File: src/logic/isaPkg.sv
// Opcode encodings shared by the issue port, both execution units and the testbench model
// SLT, BLT and BGE compare the operands as signed values

package isaPkg;

  // ALU operations, codes 6 and 7 are unused
  typedef enum logic [2:0] {
    ADD = 3'd0,
    SUB = 3'd1,
    AND = 3'd2,
    OR  = 3'd3,
    XOR = 3'd4,
    SLT = 3'd5  // Signed set-less-than
  } aluOp_e;

  // Branch compare conditions
  typedef enum logic [1:0] {
    BEQ = 2'd0,
    BNE = 2'd1,
    BLT = 2'd2, // Signed
    BGE = 2'd3  // Signed
  } branchCond_e;

  // Which unit an issued operation goes to
  typedef enum logic {
    OP_ALU    = 1'b0,
    OP_BRANCH = 1'b1
  } opKind_e;

endpackage

File: src/logic/ctrlPkg.sv
// Control state encodings for the branch sequencer and the reorder buffer entries

package ctrlPkg;

  // Branch unit sequencing
  typedef enum logic [1:0] {
    IDLE    = 2'd0, // Free for a new branch
    EXECUTE = 2'd1, // Latency timer running
    REQUEST = 2'd2  // Waiting for the CDB
  } branchState_e;

  // Reorder buffer entry life cycle
  typedef enum logic [1:0] {
    FREE    = 2'd0,
    WAITING = 2'd1, // Allocated, result not yet broadcast
    DONE    = 2'd2  // Result captured from the CDB
  } entryState_e;

endpackage

File: src/logic/aluUnit.sv
// Single-cycle ALU holding one result until the CDB arbiter takes it
// start is only honoured while the unit is not busy

`timescale 1ns/1ps

module aluUnit #(
  parameter int WIDTH    = 32,
  parameter int TAG_BITS = 3
) (
  input  logic                clk,
  input  logic                rst,
  input  logic                flush,
  input  logic                start,
  input  isaPkg::aluOp_e      op,
  input  logic [WIDTH-1:0]    operandA,
  input  logic [WIDTH-1:0]    operandB,
  input  logic [TAG_BITS-1:0] tagIn,
  input  logic                available,
  output logic                request,
  output logic                busy,
  output logic [WIDTH-1:0]    result,
  output logic [TAG_BITS-1:0] tag
);

  logic [WIDTH-1:0] aluOut;

  always_comb begin
    case (op)
      isaPkg::ADD: aluOut = operandA + operandB;
      isaPkg::SUB: aluOut = operandA - operandB;
      isaPkg::AND: aluOut = operandA & operandB;
      isaPkg::OR:  aluOut = operandA | operandB;
      isaPkg::XOR: aluOut = operandA ^ operandB;
      isaPkg::SLT: aluOut = {{(WIDTH-1){1'b0}}, $signed(operandA) < $signed(operandB)};
      default:     aluOut = '0; // Unused codes
    endcase
  end

  // Request held from the issue edge until the grant edge
  always_ff @(posedge clk) begin
    if (rst) begin
      request <= 1'b0;
    end else if (flush) begin
      request <= 1'b0; // Work is squashed
    end else if (start && !request) begin
      request <= 1'b1;
    end else if (request && available) begin
      request <= 1'b0; // Granted, result now on the CDB
    end
  end

  always_ff @(posedge clk) begin
    if (start && !request) begin
      result <= aluOut;
      tag    <= tagIn;
    end
  end

  assign busy = request; // Busy exactly while the result waits for the bus

endmodule

File: src/logic/latencyTimer.sv
// Down counter for the branch execute latency, BRANCH_LATENCY must be at least 1
// expired marks the last execute cycle so the sequencer leaves EXECUTE on that edge

`timescale 1ns/1ps

module latencyTimer #(
  parameter int BRANCH_LATENCY = 3
) (
  input  logic clk,
  input  logic rst,
  input  logic load,
  input  logic cancel,
  output logic expired
);

  localparam int CNT_BITS = $clog2(BRANCH_LATENCY + 1);

  logic [CNT_BITS-1:0] count; // Zero when idle

  always_ff @(posedge clk) begin
    if (rst || cancel) begin
      count <= '0; // Cancel stops without an expired pulse
    end else if (load) begin
      count <= CNT_BITS'(BRANCH_LATENCY);
    end else if (count != '0) begin
      count <= count - 1'b1;
    end
  end

  assign expired = (count == CNT_BITS'(1)); // Reaches zero on the next edge

endmodule

File: src/logic/branchSequencer.sv
// FSM stepping the branch unit through IDLE, EXECUTE and REQUEST
// A new branch is only taken in IDLE, flush wins over every other transition

`timescale 1ns/1ps

module branchSequencer (
  input  logic                  clk,
  input  logic                  rst,
  input  logic                  flush,
  input  logic                  start,
  input  logic                  expired,
  input  logic                  available,
  output ctrlPkg::branchState_e state,
  output logic                  loadTimer,
  output logic                  request,
  output logic                  busy
);

  ctrlPkg::branchState_e nextState;

  always_comb begin
    nextState = state;
    case (state)
      ctrlPkg::IDLE:    if (start) nextState = ctrlPkg::EXECUTE;
      ctrlPkg::EXECUTE: if (expired) nextState = ctrlPkg::REQUEST;
      ctrlPkg::REQUEST: if (available) nextState = ctrlPkg::IDLE; // Grant seen
      default:          nextState = ctrlPkg::IDLE;
    endcase
    if (flush) nextState = ctrlPkg::IDLE;
  end

  always_ff @(posedge clk) begin
    if (rst) begin
      state <= ctrlPkg::IDLE;
    end else begin
      state <= nextState;
    end
  end

  assign loadTimer = (state == ctrlPkg::IDLE) && start && !flush; // Same edge as entering EXECUTE
  assign request   = (state == ctrlPkg::REQUEST);
  assign busy      = (state != ctrlPkg::IDLE);

endmodule

File: src/logic/branchUnit.sv
// Branch compare unit with a fixed execute latency
// Broadcast result is the taken flag, the target is carried through unchanged

`timescale 1ns/1ps

module branchUnit #(
  parameter int WIDTH          = 32,
  parameter int TAG_BITS       = 3,
  parameter int BRANCH_LATENCY = 3
) (
  input  logic                clk,
  input  logic                rst,
  input  logic                flush,
  input  logic                start,
  input  isaPkg::branchCond_e cond,
  input  logic [WIDTH-1:0]    operandA,
  input  logic [WIDTH-1:0]    operandB,
  input  logic [WIDTH-1:0]    targetIn,
  input  logic [TAG_BITS-1:0] tagIn,
  input  logic                available,
  output logic                request,
  output logic                busy,
  output logic                taken,
  output logic [WIDTH-1:0]    target,
  output logic [TAG_BITS-1:0] tag
);

  ctrlPkg::branchState_e seqState;
  logic                  loadTimer;
  logic                  expired;
  isaPkg::branchCond_e   condReg;
  logic [WIDTH-1:0]      aReg, bReg;

  branchSequencer seq0 (
    .clk(clk), .rst(rst), .flush(flush), .start(start), .expired(expired),
    .available(available), .state(seqState), .loadTimer(loadTimer),
    .request(request), .busy(busy)
  );

  latencyTimer #(.BRANCH_LATENCY(BRANCH_LATENCY)) timer0 (
    .clk(clk), .rst(rst), .load(loadTimer), .cancel(flush), .expired(expired)
  );

  // Capture only when the sequencer accepts the branch
  always_ff @(posedge clk) begin
    if (start && seqState == ctrlPkg::IDLE) begin
      condReg <= cond;
      aReg    <= operandA;
      bReg    <= operandB;
      target  <= targetIn;
      tag     <= tagIn;
    end
  end

  // Settles from the held operands during the execute cycles
  always_comb begin
    case (condReg)
      isaPkg::BEQ: taken = (aReg == bReg);
      isaPkg::BNE: taken = (aReg != bReg);
      isaPkg::BLT: taken = ($signed(aReg) < $signed(bReg));
      isaPkg::BGE: taken = ($signed(aReg) >= $signed(bReg));
      default:     taken = 1'b0;
    endcase
  end

endmodule

File: src/logic/cdbArbiter.sv
// Round-robin arbiter for the common data bus between the ALU and branch units
// Broadcast is registered, available outputs are combinational from the requests

`timescale 1ns/1ps

module cdbArbiter #(
  parameter int WIDTH    = 32,
  parameter int TAG_BITS = 3
) (
  input  logic                clk,
  input  logic                rst,
  input  logic                clear,
  input  logic                aluRequest,
  input  logic                branchRequest,
  input  logic                branchTaken,
  input  logic [WIDTH-1:0]    aluResult,
  input  logic [WIDTH-1:0]    branchTarget,
  input  logic [TAG_BITS-1:0] aluTag,
  input  logic [TAG_BITS-1:0] branchTag,
  output logic                aluAvailable,
  output logic                branchAvailable,
  output logic                cdbValid,
  output logic                cdbIsBranch,
  output logic                cdbTaken,
  output logic [WIDTH-1:0]    cdbResult,
  output logic [WIDTH-1:0]    cdbTarget,
  output logic [TAG_BITS-1:0] cdbTag
);

  logic pointer;  // 0 favours the ALU, 1 favours the branch unit
  logic grantAlu;
  logic grantBranch;
  logic anyGrant;

  always_comb begin
    grantAlu    = 1'b0;
    grantBranch = 1'b0;
    if (pointer) begin
      grantBranch = branchRequest;
      grantAlu    = aluRequest && !branchRequest;
    end else begin
      grantAlu    = aluRequest;
      grantBranch = branchRequest && !aluRequest;
    end
  end

  assign anyGrant = grantAlu || grantBranch;

  // Free when granted this cycle or not waiting at all
  assign aluAvailable    = grantAlu || !aluRequest;
  assign branchAvailable = grantBranch || !branchRequest;

  always_ff @(posedge clk) begin
    if (rst) begin
      pointer  <= 1'b0;
      cdbValid <= 1'b0;
    end else if (clear) begin
      cdbValid <= 1'b0; // Squashed broadcast, pointer left alone
    end else begin
      cdbValid <= anyGrant; // One-cycle strobe per grant
      if (anyGrant) pointer <= grantAlu; // Loser gets priority next time
    end
  end

  // Broadcast payload, meaningful only with cdbValid
  always_ff @(posedge clk) begin
    if (anyGrant) begin
      cdbIsBranch <= grantBranch;
      cdbTag      <= grantBranch ? branchTag : aluTag;
      cdbResult   <= grantBranch ? {{(WIDTH-1){1'b0}}, branchTaken} : aluResult;
      cdbTaken    <= grantBranch && branchTaken;
      cdbTarget   <= branchTarget;
    end
  end

endmodule

File: src/logic/reorderBuffer.sv
// Circular reorder buffer of 2**TAG_BITS entries, allocation tag equals the entry index
// Commit outputs are combinational from the head, flush restarts tags after the branch

`timescale 1ns/1ps

module reorderBuffer #(
  parameter int WIDTH    = 32,
  parameter int TAG_BITS = 3
) (
  input  logic                clk,
  input  logic                rst,
  input  logic                allocate,
  input  logic                allocIsBranch,
  input  logic [WIDTH-1:0]    allocTarget,
  input  logic                cdbValid,
  input  logic                cdbTaken,
  input  logic [TAG_BITS-1:0] cdbTag,
  input  logic [WIDTH-1:0]    cdbResult,
  output logic                full,
  output logic                flush,
  output logic                commitValid,
  output logic                commitIsBranch,
  output logic                commitTaken,
  output logic [TAG_BITS-1:0] allocTag,
  output logic [TAG_BITS-1:0] commitTag,
  output logic [WIDTH-1:0]    commitResult,
  output logic [WIDTH-1:0]    commitTarget
);

  localparam int DEPTH = 1 << TAG_BITS;

  logic [TAG_BITS-1:0]  head, tail;
  logic [TAG_BITS:0]    count;
  ctrlPkg::entryState_e state [DEPTH];
  logic [WIDTH-1:0]     result [DEPTH];
  logic [WIDTH-1:0]     target [DEPTH];
  logic                 taken [DEPTH];
  logic                 isBranch [DEPTH];

  assign full     = (count == (TAG_BITS+1)'(DEPTH));
  assign allocTag = tail;

  assign commitValid    = (state[head] == ctrlPkg::DONE); // Head finished
  assign commitTag      = head;
  assign commitResult   = result[head];
  assign commitTarget   = target[head];
  assign commitIsBranch = isBranch[head];
  assign commitTaken    = taken[head];
  assign flush          = commitValid && isBranch[head] && taken[head]; // Taken counts as mispredict

  always_ff @(posedge clk) begin
    if (rst) begin
      head  <= '0;
      tail  <= '0;
      count <= '0;
      for (int i = 0; i < DEPTH; i++) state[i] <= ctrlPkg::FREE;
    end else if (flush) begin
      // Drop everything younger than the committing branch
      head  <= head + 1'b1;
      tail  <= head + 1'b1;
      count <= '0;
      for (int i = 0; i < DEPTH; i++) state[i] <= ctrlPkg::FREE;
    end else begin
      if (allocate) begin
        state[tail] <= ctrlPkg::WAITING;
        tail        <= tail + 1'b1;
      end
      if (cdbValid && state[cdbTag] == ctrlPkg::WAITING) state[cdbTag] <= ctrlPkg::DONE;
      if (commitValid) begin
        state[head] <= ctrlPkg::FREE;
        head        <= head + 1'b1;
      end
      count <= count + (TAG_BITS+1)'(allocate) - (TAG_BITS+1)'(commitValid);
    end
  end

  // Entry payload
  always_ff @(posedge clk) begin
    if (allocate) begin
      isBranch[tail] <= allocIsBranch;
      target[tail]   <= allocTarget;
    end
    if (cdbValid) begin
      result[cdbTag] <= cdbResult;
      taken[cdbTag]  <= cdbTaken;
    end
  end

endmodule

File: src/logic/writebackCore.sv
// Writeback slice top: issue port, ALU and branch units, CDB arbiter and reorder buffer
// An operation is accepted when issueValid and issueReady are both high

`timescale 1ns/1ps

module writebackCore #(
  parameter int WIDTH          = 32,
  parameter int TAG_BITS       = 3,
  parameter int BRANCH_LATENCY = 3
) (
  input  logic                clk,
  input  logic                rst,
  input  logic                issueValid,
  input  isaPkg::opKind_e     issueKind,
  input  isaPkg::aluOp_e      aluOp,
  input  isaPkg::branchCond_e branchCond,
  input  logic [WIDTH-1:0]    operandA,
  input  logic [WIDTH-1:0]    operandB,
  input  logic [WIDTH-1:0]    issueTarget,
  output logic                issueReady,
  output logic                flush,
  output logic                commitValid,
  output logic                commitIsBranch,
  output logic                commitTaken,
  output logic [TAG_BITS-1:0] commitTag,
  output logic [WIDTH-1:0]    commitResult,
  output logic [WIDTH-1:0]    commitTarget
);

  logic                accept, isBranchOp, robFull;
  logic                aluRequest, aluBusy, aluAvailable;
  logic                branchRequest, branchBusy, branchAvailable, branchTaken;
  logic [WIDTH-1:0]    aluResult, branchTarget, cdbResult;
  logic [TAG_BITS-1:0] aluTag, branchTag, allocTag, cdbTag;
  logic                cdbValid, cdbTaken;

  assign isBranchOp = (issueKind == isaPkg::OP_BRANCH);
  assign issueReady = !robFull && !flush && (isBranchOp ? !branchBusy : !aluBusy);
  assign accept     = issueValid && issueReady;

  // Both units see the tail tag, only the starting one latches it
  aluUnit #(.WIDTH(WIDTH), .TAG_BITS(TAG_BITS)) alu0 (
    .clk(clk), .rst(rst), .flush(flush), .start(accept && !isBranchOp), .op(aluOp),
    .operandA(operandA), .operandB(operandB), .tagIn(allocTag), .available(aluAvailable),
    .request(aluRequest), .busy(aluBusy), .result(aluResult), .tag(aluTag)
  );

  branchUnit #(.WIDTH(WIDTH), .TAG_BITS(TAG_BITS), .BRANCH_LATENCY(BRANCH_LATENCY)) branch0 (
    .clk(clk), .rst(rst), .flush(flush), .start(accept && isBranchOp), .cond(branchCond),
    .operandA(operandA), .operandB(operandB), .targetIn(issueTarget), .tagIn(allocTag),
    .available(branchAvailable), .request(branchRequest), .busy(branchBusy),
    .taken(branchTaken), .target(branchTarget), .tag(branchTag)
  );

  // Branch target reaches commit through the reorder buffer, so cdbTarget stays open here
  cdbArbiter #(.WIDTH(WIDTH), .TAG_BITS(TAG_BITS)) arb0 (
    .clk(clk), .rst(rst), .clear(flush), .aluRequest(aluRequest),
    .branchRequest(branchRequest), .branchTaken(branchTaken), .aluResult(aluResult),
    .branchTarget(branchTarget), .aluTag(aluTag), .branchTag(branchTag),
    .aluAvailable(aluAvailable), .branchAvailable(branchAvailable), .cdbValid(cdbValid),
    .cdbIsBranch(), .cdbTaken(cdbTaken), .cdbResult(cdbResult), .cdbTarget(), .cdbTag(cdbTag)
  );

  reorderBuffer #(.WIDTH(WIDTH), .TAG_BITS(TAG_BITS)) rob0 (
    .clk(clk), .rst(rst), .allocate(accept), .allocIsBranch(isBranchOp),
    .allocTarget(issueTarget), .cdbValid(cdbValid), .cdbTaken(cdbTaken), .cdbTag(cdbTag),
    .cdbResult(cdbResult), .full(robFull), .flush(flush), .commitValid(commitValid),
    .commitIsBranch(commitIsBranch), .commitTaken(commitTaken), .allocTag(allocTag),
    .commitTag(commitTag), .commitResult(commitResult), .commitTarget(commitTarget)
  );

endmodule

File: config.mk
export PLATFORM = sky130hd
export DESIGN_NAME = writebackCore
export DESIGN_NICKNAME = d
export VERILOG_FILES = /design/src/logic/isaPkg.sv /design/src/logic/ctrlPkg.sv /design/src/logic/aluUnit.sv /design/src/logic/latencyTimer.sv /design/src/logic/branchSequencer.sv /design/src/logic/branchUnit.sv /design/src/logic/cdbArbiter.sv /design/src/logic/reorderBuffer.sv /design/src/logic/writebackCore.sv
export SDC_FILE = /design/constraint.sdc
export NUM_CORES = 1
export LEC_CHECK = 0
export BUFFER_PORTS_ARGS = -buffer_cell sky130_fd_sc_hd__clkbuf_2
export CORE_MARGIN = 8
export CORE_UTILIZATION = 55
export DETAILED_ROUTE_END_ITERATION = 7
export PLACE_DENSITY = 0.73
export SLEW_MARGIN = 20
export SYNTH_ARGS = -nofsm -noshare
export SYNTH_HDL_FRONTEND = slang
export SYNTH_SLANG_ARGS = --single-unit
File: constraint.sdc
create_clock -name clk -period 11.1 [get_ports clk]
set_input_delay 1.11 -clock clk [delete_from_list [all_inputs] [get_ports clk]]
set_output_delay 1.11 -clock clk [all_outputs]
set_load 0.01 [all_outputs]
==> flow_summary.json, run 1 <==
{
  "path_clk_slew_ps": 50,
  "first_pass_iters": 6,
  "pin_count": 177,
  "grt_overflow": 0,
  "drv_slew": 0,
  "die_x_um": 258,
  "die_h_um": 258,
  "critPathKind": "reg -> out",
  "initial_core_util_pct": 55.8,
  "first_global_vias": 19021,
  "rsz0062_at_grt": "false",
  "crit_fanout": 112,
  "nNetsFinal": 2548,
  "cp.required_ps": 9990,
  "seq_area_frac_synth_pct": 64.7,
  "grt_pass1_wl_um": 113000,
  "ys_types": 80,
  "fillCellCount": 4185,
  "area_delta_synth_final_pct": 12.7,
  "run_status": "completed",
  "seq_area_um2": 20900,
  "fmaxAchievable_ghz": 0.210,
  "cts.sinks": 707,
  "gp_congestion": 0.892,
  "vias": 18807,
  "drc_errors": 0,
  "grt_util_met1_pct": 31.1,
  "hold_violations": 0,
  "clock_skew_ps": 23.2,
  "port-buffer-count": 176,
  "met3_usage_pct": 3.46,
  "antenna_left": 0,
  "p_leak_nw": 12.8,
  "cts_hold_buffers": 0,
  "ir_worst_vdd_uv": 127,
  "max_cap_violations": 0,
  "clock_latency_ps": 610,
  "dpl.hpwl_um": 47100,
  "utilization_pct": 62.8,
  "layout-drive-gt1-share_pct": 23.8,
  "syn_area_per_cell_um2": 15.2,
  "grtUsageTotal_pct": 21.9,
  "crit_arrival_ps": 3650,
  "use_met2_pct": 34.9,
  "tns_ps": 0,
  "netlist_instances": 2117,
  "min_path_type": "reg -> reg",
  "grt_max_degree": 113,
  "worstMarginPinSlew_ps": 1070,
  "clock_path_buffers": 3,
  "ys_warn_count": 0,
  "synth-async-reset-ratio_pct": 0,
  "ys_seq_elements": 707,
  "rows": 88,
  "antenna_found_initial": 2,
  "finalSetupViolCount": 0,
  "top_usage_layer": "met2",
  "power_density_nw_per_um2": 164,
  "cts_root_buf": "clkbuf_16",
  "ys.flop_type": "edfxtp_1",
  "min_period_ps": 4760,
  "layout_common_cells": "edfxtp_1, clkbuf_2, inv_1",
  "synth_area_um2": 32200,
  "htree_levels": 3,
  "die-area_um2": 66600,
  "post_cts_buffers": 0,
  "syn-num-nets": 2368,
  "critPathCaptureType": "output pin",
  "drt_iter0_markers": 1686,
  "relSlewSlack_pct": 28.7,
  "via_per_inst": 6.03,
  "multiInputGateArea_um2": 10500,
  "wirelength_um": 74300,
  "fin_crit_sh_pct": 42.9,
  "cts_made_buffers": 72,
  "cts_resized": 0,
  "final_common_cell": "edfxtp_1",
  "placeableCoreArea_um2": 57800,
  "critPathLaunchType": "register",
  "synth_edf_count": 668,
  "post_drt_wl_per_cell_um": 23.8,
  "cts_tree": "built"
}
-- stage by stage --
step	area, um^2	power, mW	hold slack, ps	setup slack, ps	std cells
floorplan	32200	3.48	422	5450	2117
global placement	34000	3.67	439	6660	2988
detailed placement	34000	3.69	457	6520	2988
CTS	36300	6.00	464	6270	3116
global route	36300	6.16	484	6040	3118
finish	36300	5.96	459	6340	3118
-- critical path, cell delays in order, from the launching register on --
cell and delay (ps):
dfxtp_4 730, buf_12 680, mux4_2 600, mux2_2 310, nand2_2 160, nor2_4 90
nor2b_1 130, clkbuf_2 150
-- cell families (layout without fill, tap and decap cells) --
group,count (synthesis),in the layout,share of synthesized area (%)
buf+inv,253,487,3.01
xor+xnor,23,23,0.625
compound gates,374,374,7.59
flops,707,707,64.7
simple gates,398,398,6.21
fa+ha+maj,146,146,5.74
other cells,0,2,0
mux,216,216,12.2
-- synthesized netlist by cell type (7+ instances only) --
cell type    n  area [um^2]
xnor2_1     17          149
a221oi_1     8         70.1
mux4_2     133         3000
o21bai_1    12         90.1
nand2b_1    16          100
o22ai_1     17          106
buf_1       19         71.3
a32oi_1      8         70.1
o211ai_1    10         75.1
nand4_1     14         87.6
a211oi_1    13         97.6
mux2i_1      7         70.1
mux2_2      76          856
ha_1       143         1790
nor3b_1     19          143
nor2b_1     12         75.1
a21o_1      30          225
buf_2       11         55.1
nand3_1     19         95.1
or2_2        9         56.3
nand3b_1     8         60.1
o31ai_1      9         67.6
and2_1      36          225
nor2_1     111          417
a31oi_1     21          131
edfxtp_1   668        20100
inv_1      150          563
nand2_1     87          327
nor4_1       9         56.3
clkbuf_1    70          263
o21ai_0     66          330
dfxtp_1     39          781
a21oi_1    112          561
nor3_1      31          155
-- metal layers --
| metal | up-vias | part of all wire [%] | wire (um) |
|---|---|---|---|
| li1 | 8543 | - | - |
| met1 | 9455 | 44 | 32500 |
| met2 | 700 | 47 | 35200 |
| met3 | 109 | 6.7 | 4970 |
| met4 | 0 | 2.2 | 1610 |
| met5 | - | 0 | 0 |
-- worst paths after layout --
| path | startpoint | end | slack [ps] | cells after the start |
|---|---|---|---|---|
| worst max-delay path | register | issueReady | 6340 | 7 |
| worst min register to register | branch0.seq0.state[1] | branch0.seq0.state[0] | 460 | 1 |
| worst max register to register | register | rob0.target[3][27] | 6800 | 7 |
| worst min-delay path | branch0.seq0.state[1] | branch0.seq0.state[0] | 460 | 1 |
-- power breakdown --
group	leakage [nW]	internal [mW]	switching (mW)
Sequential	6.38	3.03	0.0464
Combinational	5.30	0.210	0.356
Clock	1.11	1.32	0.998
Total	12.8	4.56	1.40
-- area by class of cell --
cell class | count | area share [%]
Clock buffer | 88 | 5.21
Tap cell | 765 | 2.64
Clock inverter | 40 | 1.05
Timing Repair Buffer | 208 | 3.12
Antenna cell | 2 | 0.0138
Sequential cell | 707 | 57.4
Multi-Input combinational cell | 1157 | 29.0
Inverter | 151 | 1.56
-- state kept, by name, summed over array words and instances (netlist names), 4 cells and up, named ones only --
name	cells
rob0.result	256
rob0.target	256
alu0.result	32
arb0.cdbResult	32
branch0.aReg	32
branch0.bReg	32
rob0.state	16
rob0.isBranch	8
rob0.taken	8
rob0.count	4
Power figures use the tool's default switching activity.
==> run 2: changes to the inputs <==
PLACE_DENSITY = 0.76   (was 0.73)
clock period = 4.1 ns   (was 11.1 ns; I/O delays follow)
==> flow_summary.json, run 2 (synthesized netlist as in run 1, its figures left out) <==
{
  "run_status": "completed",
  "wirelength_um": 74500,
  "cts_root_buf": "clkbuf_16",
  "crit_chain": "dlygate4sd3_1 > clkbuf_2 > ha_1 > fa_1 > a211oi_1 > o21ai_0 > a311o_1 > a31oi_1 > a211oi_1 > a21boi_1 > o21ai_0 > mux2i_1 > o211ai_1",
  "antenna_found_initial": 1,
  "finalSetupViolCount": 0,
  "r2r_cells": 10,
  "post_drt_wl_per_cell_um": 23.6,
  "die-area_um2": 66600,
  "antenna_left": 0,
  "critPathLaunchType": "input pin",
  "placed_area_um2": 34200,
  "initial_core_util_pct": 55.8,
  "critPathCaptureType": "register",
  "clock_skew_ps": 36.4,
  "max_cap_violations": 0,
  "crit_arrival_ps": 4150,
  "first_pass_iters": 5,
  "cts_made_buffers": 72,
  "post_cts_buffers": 0,
  "dpl.hpwl_um": 47200,
  "grtUsageTotal_pct": 22.1,
  "drt_iter0_markers": 1735,
  "final_common_cell": "edfxtp_1",
  "reg2reg_to": "arb0.cdbResult[0]",
  "area_delta_synth_final_pct": 14.2,
  "min_path_type": "in -> reg",
  "die_h_um": 258,
  "largestRegisters": "rob0.result x256, rob0.target x256",
  "grt_max_degree": 70,
  "layout-drive-gt1-share_pct": 24.1,
  "nNetsFinal": 2586,
  "vias": 19074,
  "fin_crit_sh_pct": 93.0,
  "placeableCoreArea_um2": 57800,
  "clock_latency_ps": 630,
  "htree_levels": 3,
  "grt_pass1_wl_um": 115000,
  "port-buffer-count": 176,
  "crit_fanout": 4,
  "grt_overflow": 0,
  "r2r_start": "branch0.bReg[5]",
  "slowest_stage": "dlygate4sd3_1",
  "rows": 88,
  "slowest_delay_ps": 550,
  "pin_count": 177,
  "path_clk_slew_ps": 60,
  "hold_violations": 0,
  "p_leak_nw": 13.0,
  "post-route-cell-area_um2": 36800,
  "fmaxAchievable_ghz": 0.262,
  "power_density_nw_per_um2": 442,
  "first_global_vias": 19623,
  "cp.required_ps": 4440,
  "cts.sinks": 707,
  "layout_common_cells": "edfxtp_1, clkbuf_2, inv_1",
  "drv_slew": 0,
  "ir_worst_vdd_uv": 294,
  "via_per_inst": 6.04,
  "clock_path_buffers": 3,
  "min_period_ps": 3810,
  "drc_errors": 0,
  "die_x_um": 258,
  "worstMarginPinSlew_ps": 1040,
  "holdPathEnd": "branch0.bReg[15]",
  "timing.critical_path.from": "operandA[0]",
  "relSlewSlack_pct": 30.4,
  "whs_ps": 20.8,
  "worstHoldStart": "operandB[15]",
  "fillCellCount": 4049,
  "tns_ps": 0,
  "gp_congestion": 0.939,
  "hold_path_depth": 1,
  "critPathKind": "in -> reg",
  "cts_tree": "built",
  "rsz0062_at_grt": "false",
  "rrSetupSlack_ps": 800
}
[run 2: report_power, final]
part	switching (mW)	internal, mW	leakage (nW)
sequential	0.132	8.20	6.38
clock	2.77	3.61	1.12
combinational	0.953	0.592	5.48
[run 2: layer usage]
layer,share of wire (%),up-vias,GRT usage (%)
li1,-,8627,-
met1,42,9549,30.4
met2,49,779,36.2
met3,6.9,119,3.64
met4,2.4,0,6.87
met5,0,-,0
[run 2: what timing repair did]
action | CTS | global route
resized for setup | 0 | 0
hold endpoints to repair | 26 | 0
hold buffers | 26 | 0
[run 2: metrics by stage]
stage               setup WS (ps)  std cells  power (mW)  utilization, %
floorplan                    -189       2117        9.42               -
global placement              391       3000        9.93            59.2
detailed placement            302       3000        9.99            59.2
CTS                           158       3157        16.4            63.7
global route                 28.9       3158        16.8            63.7
finish                        288       3158        16.3            63.7
[run 2: how the worst max path moves through the flow]
stage	end	slack, ps	cells after the start
after floorplan	rob0.isBranch[1]	-190	6
after global placement	alu0.result[30]	390	12
after detailed placement	alu0.result[30]	300	12
after CTS	commitTarget[20]	160	5
after global routing	commitTarget[20]	30	5
final	alu0.result[30]	290	13
[run 2: worst max-delay path: cells and delay by family]
kind | cells | cell delay, ps
compound gates | 8 | 2150
fa+ha+maj | 2 | 740
buf+inv | 2 | 690
mux | 1 | 160
[run 2: cell type report]
cell class,count,area (um^2),share of cell area [%]
diodes,1,2.50,0.00680
inverters,151,567,1.54
well taps,765,957,2.60
clock buffers,90,1910,5.19
clock inverters,41,409,1.11
repair buffers,246,1550,4.20
multi-input cells,1157,10600,28.7
flip-flops and latches,707,20900,56.7
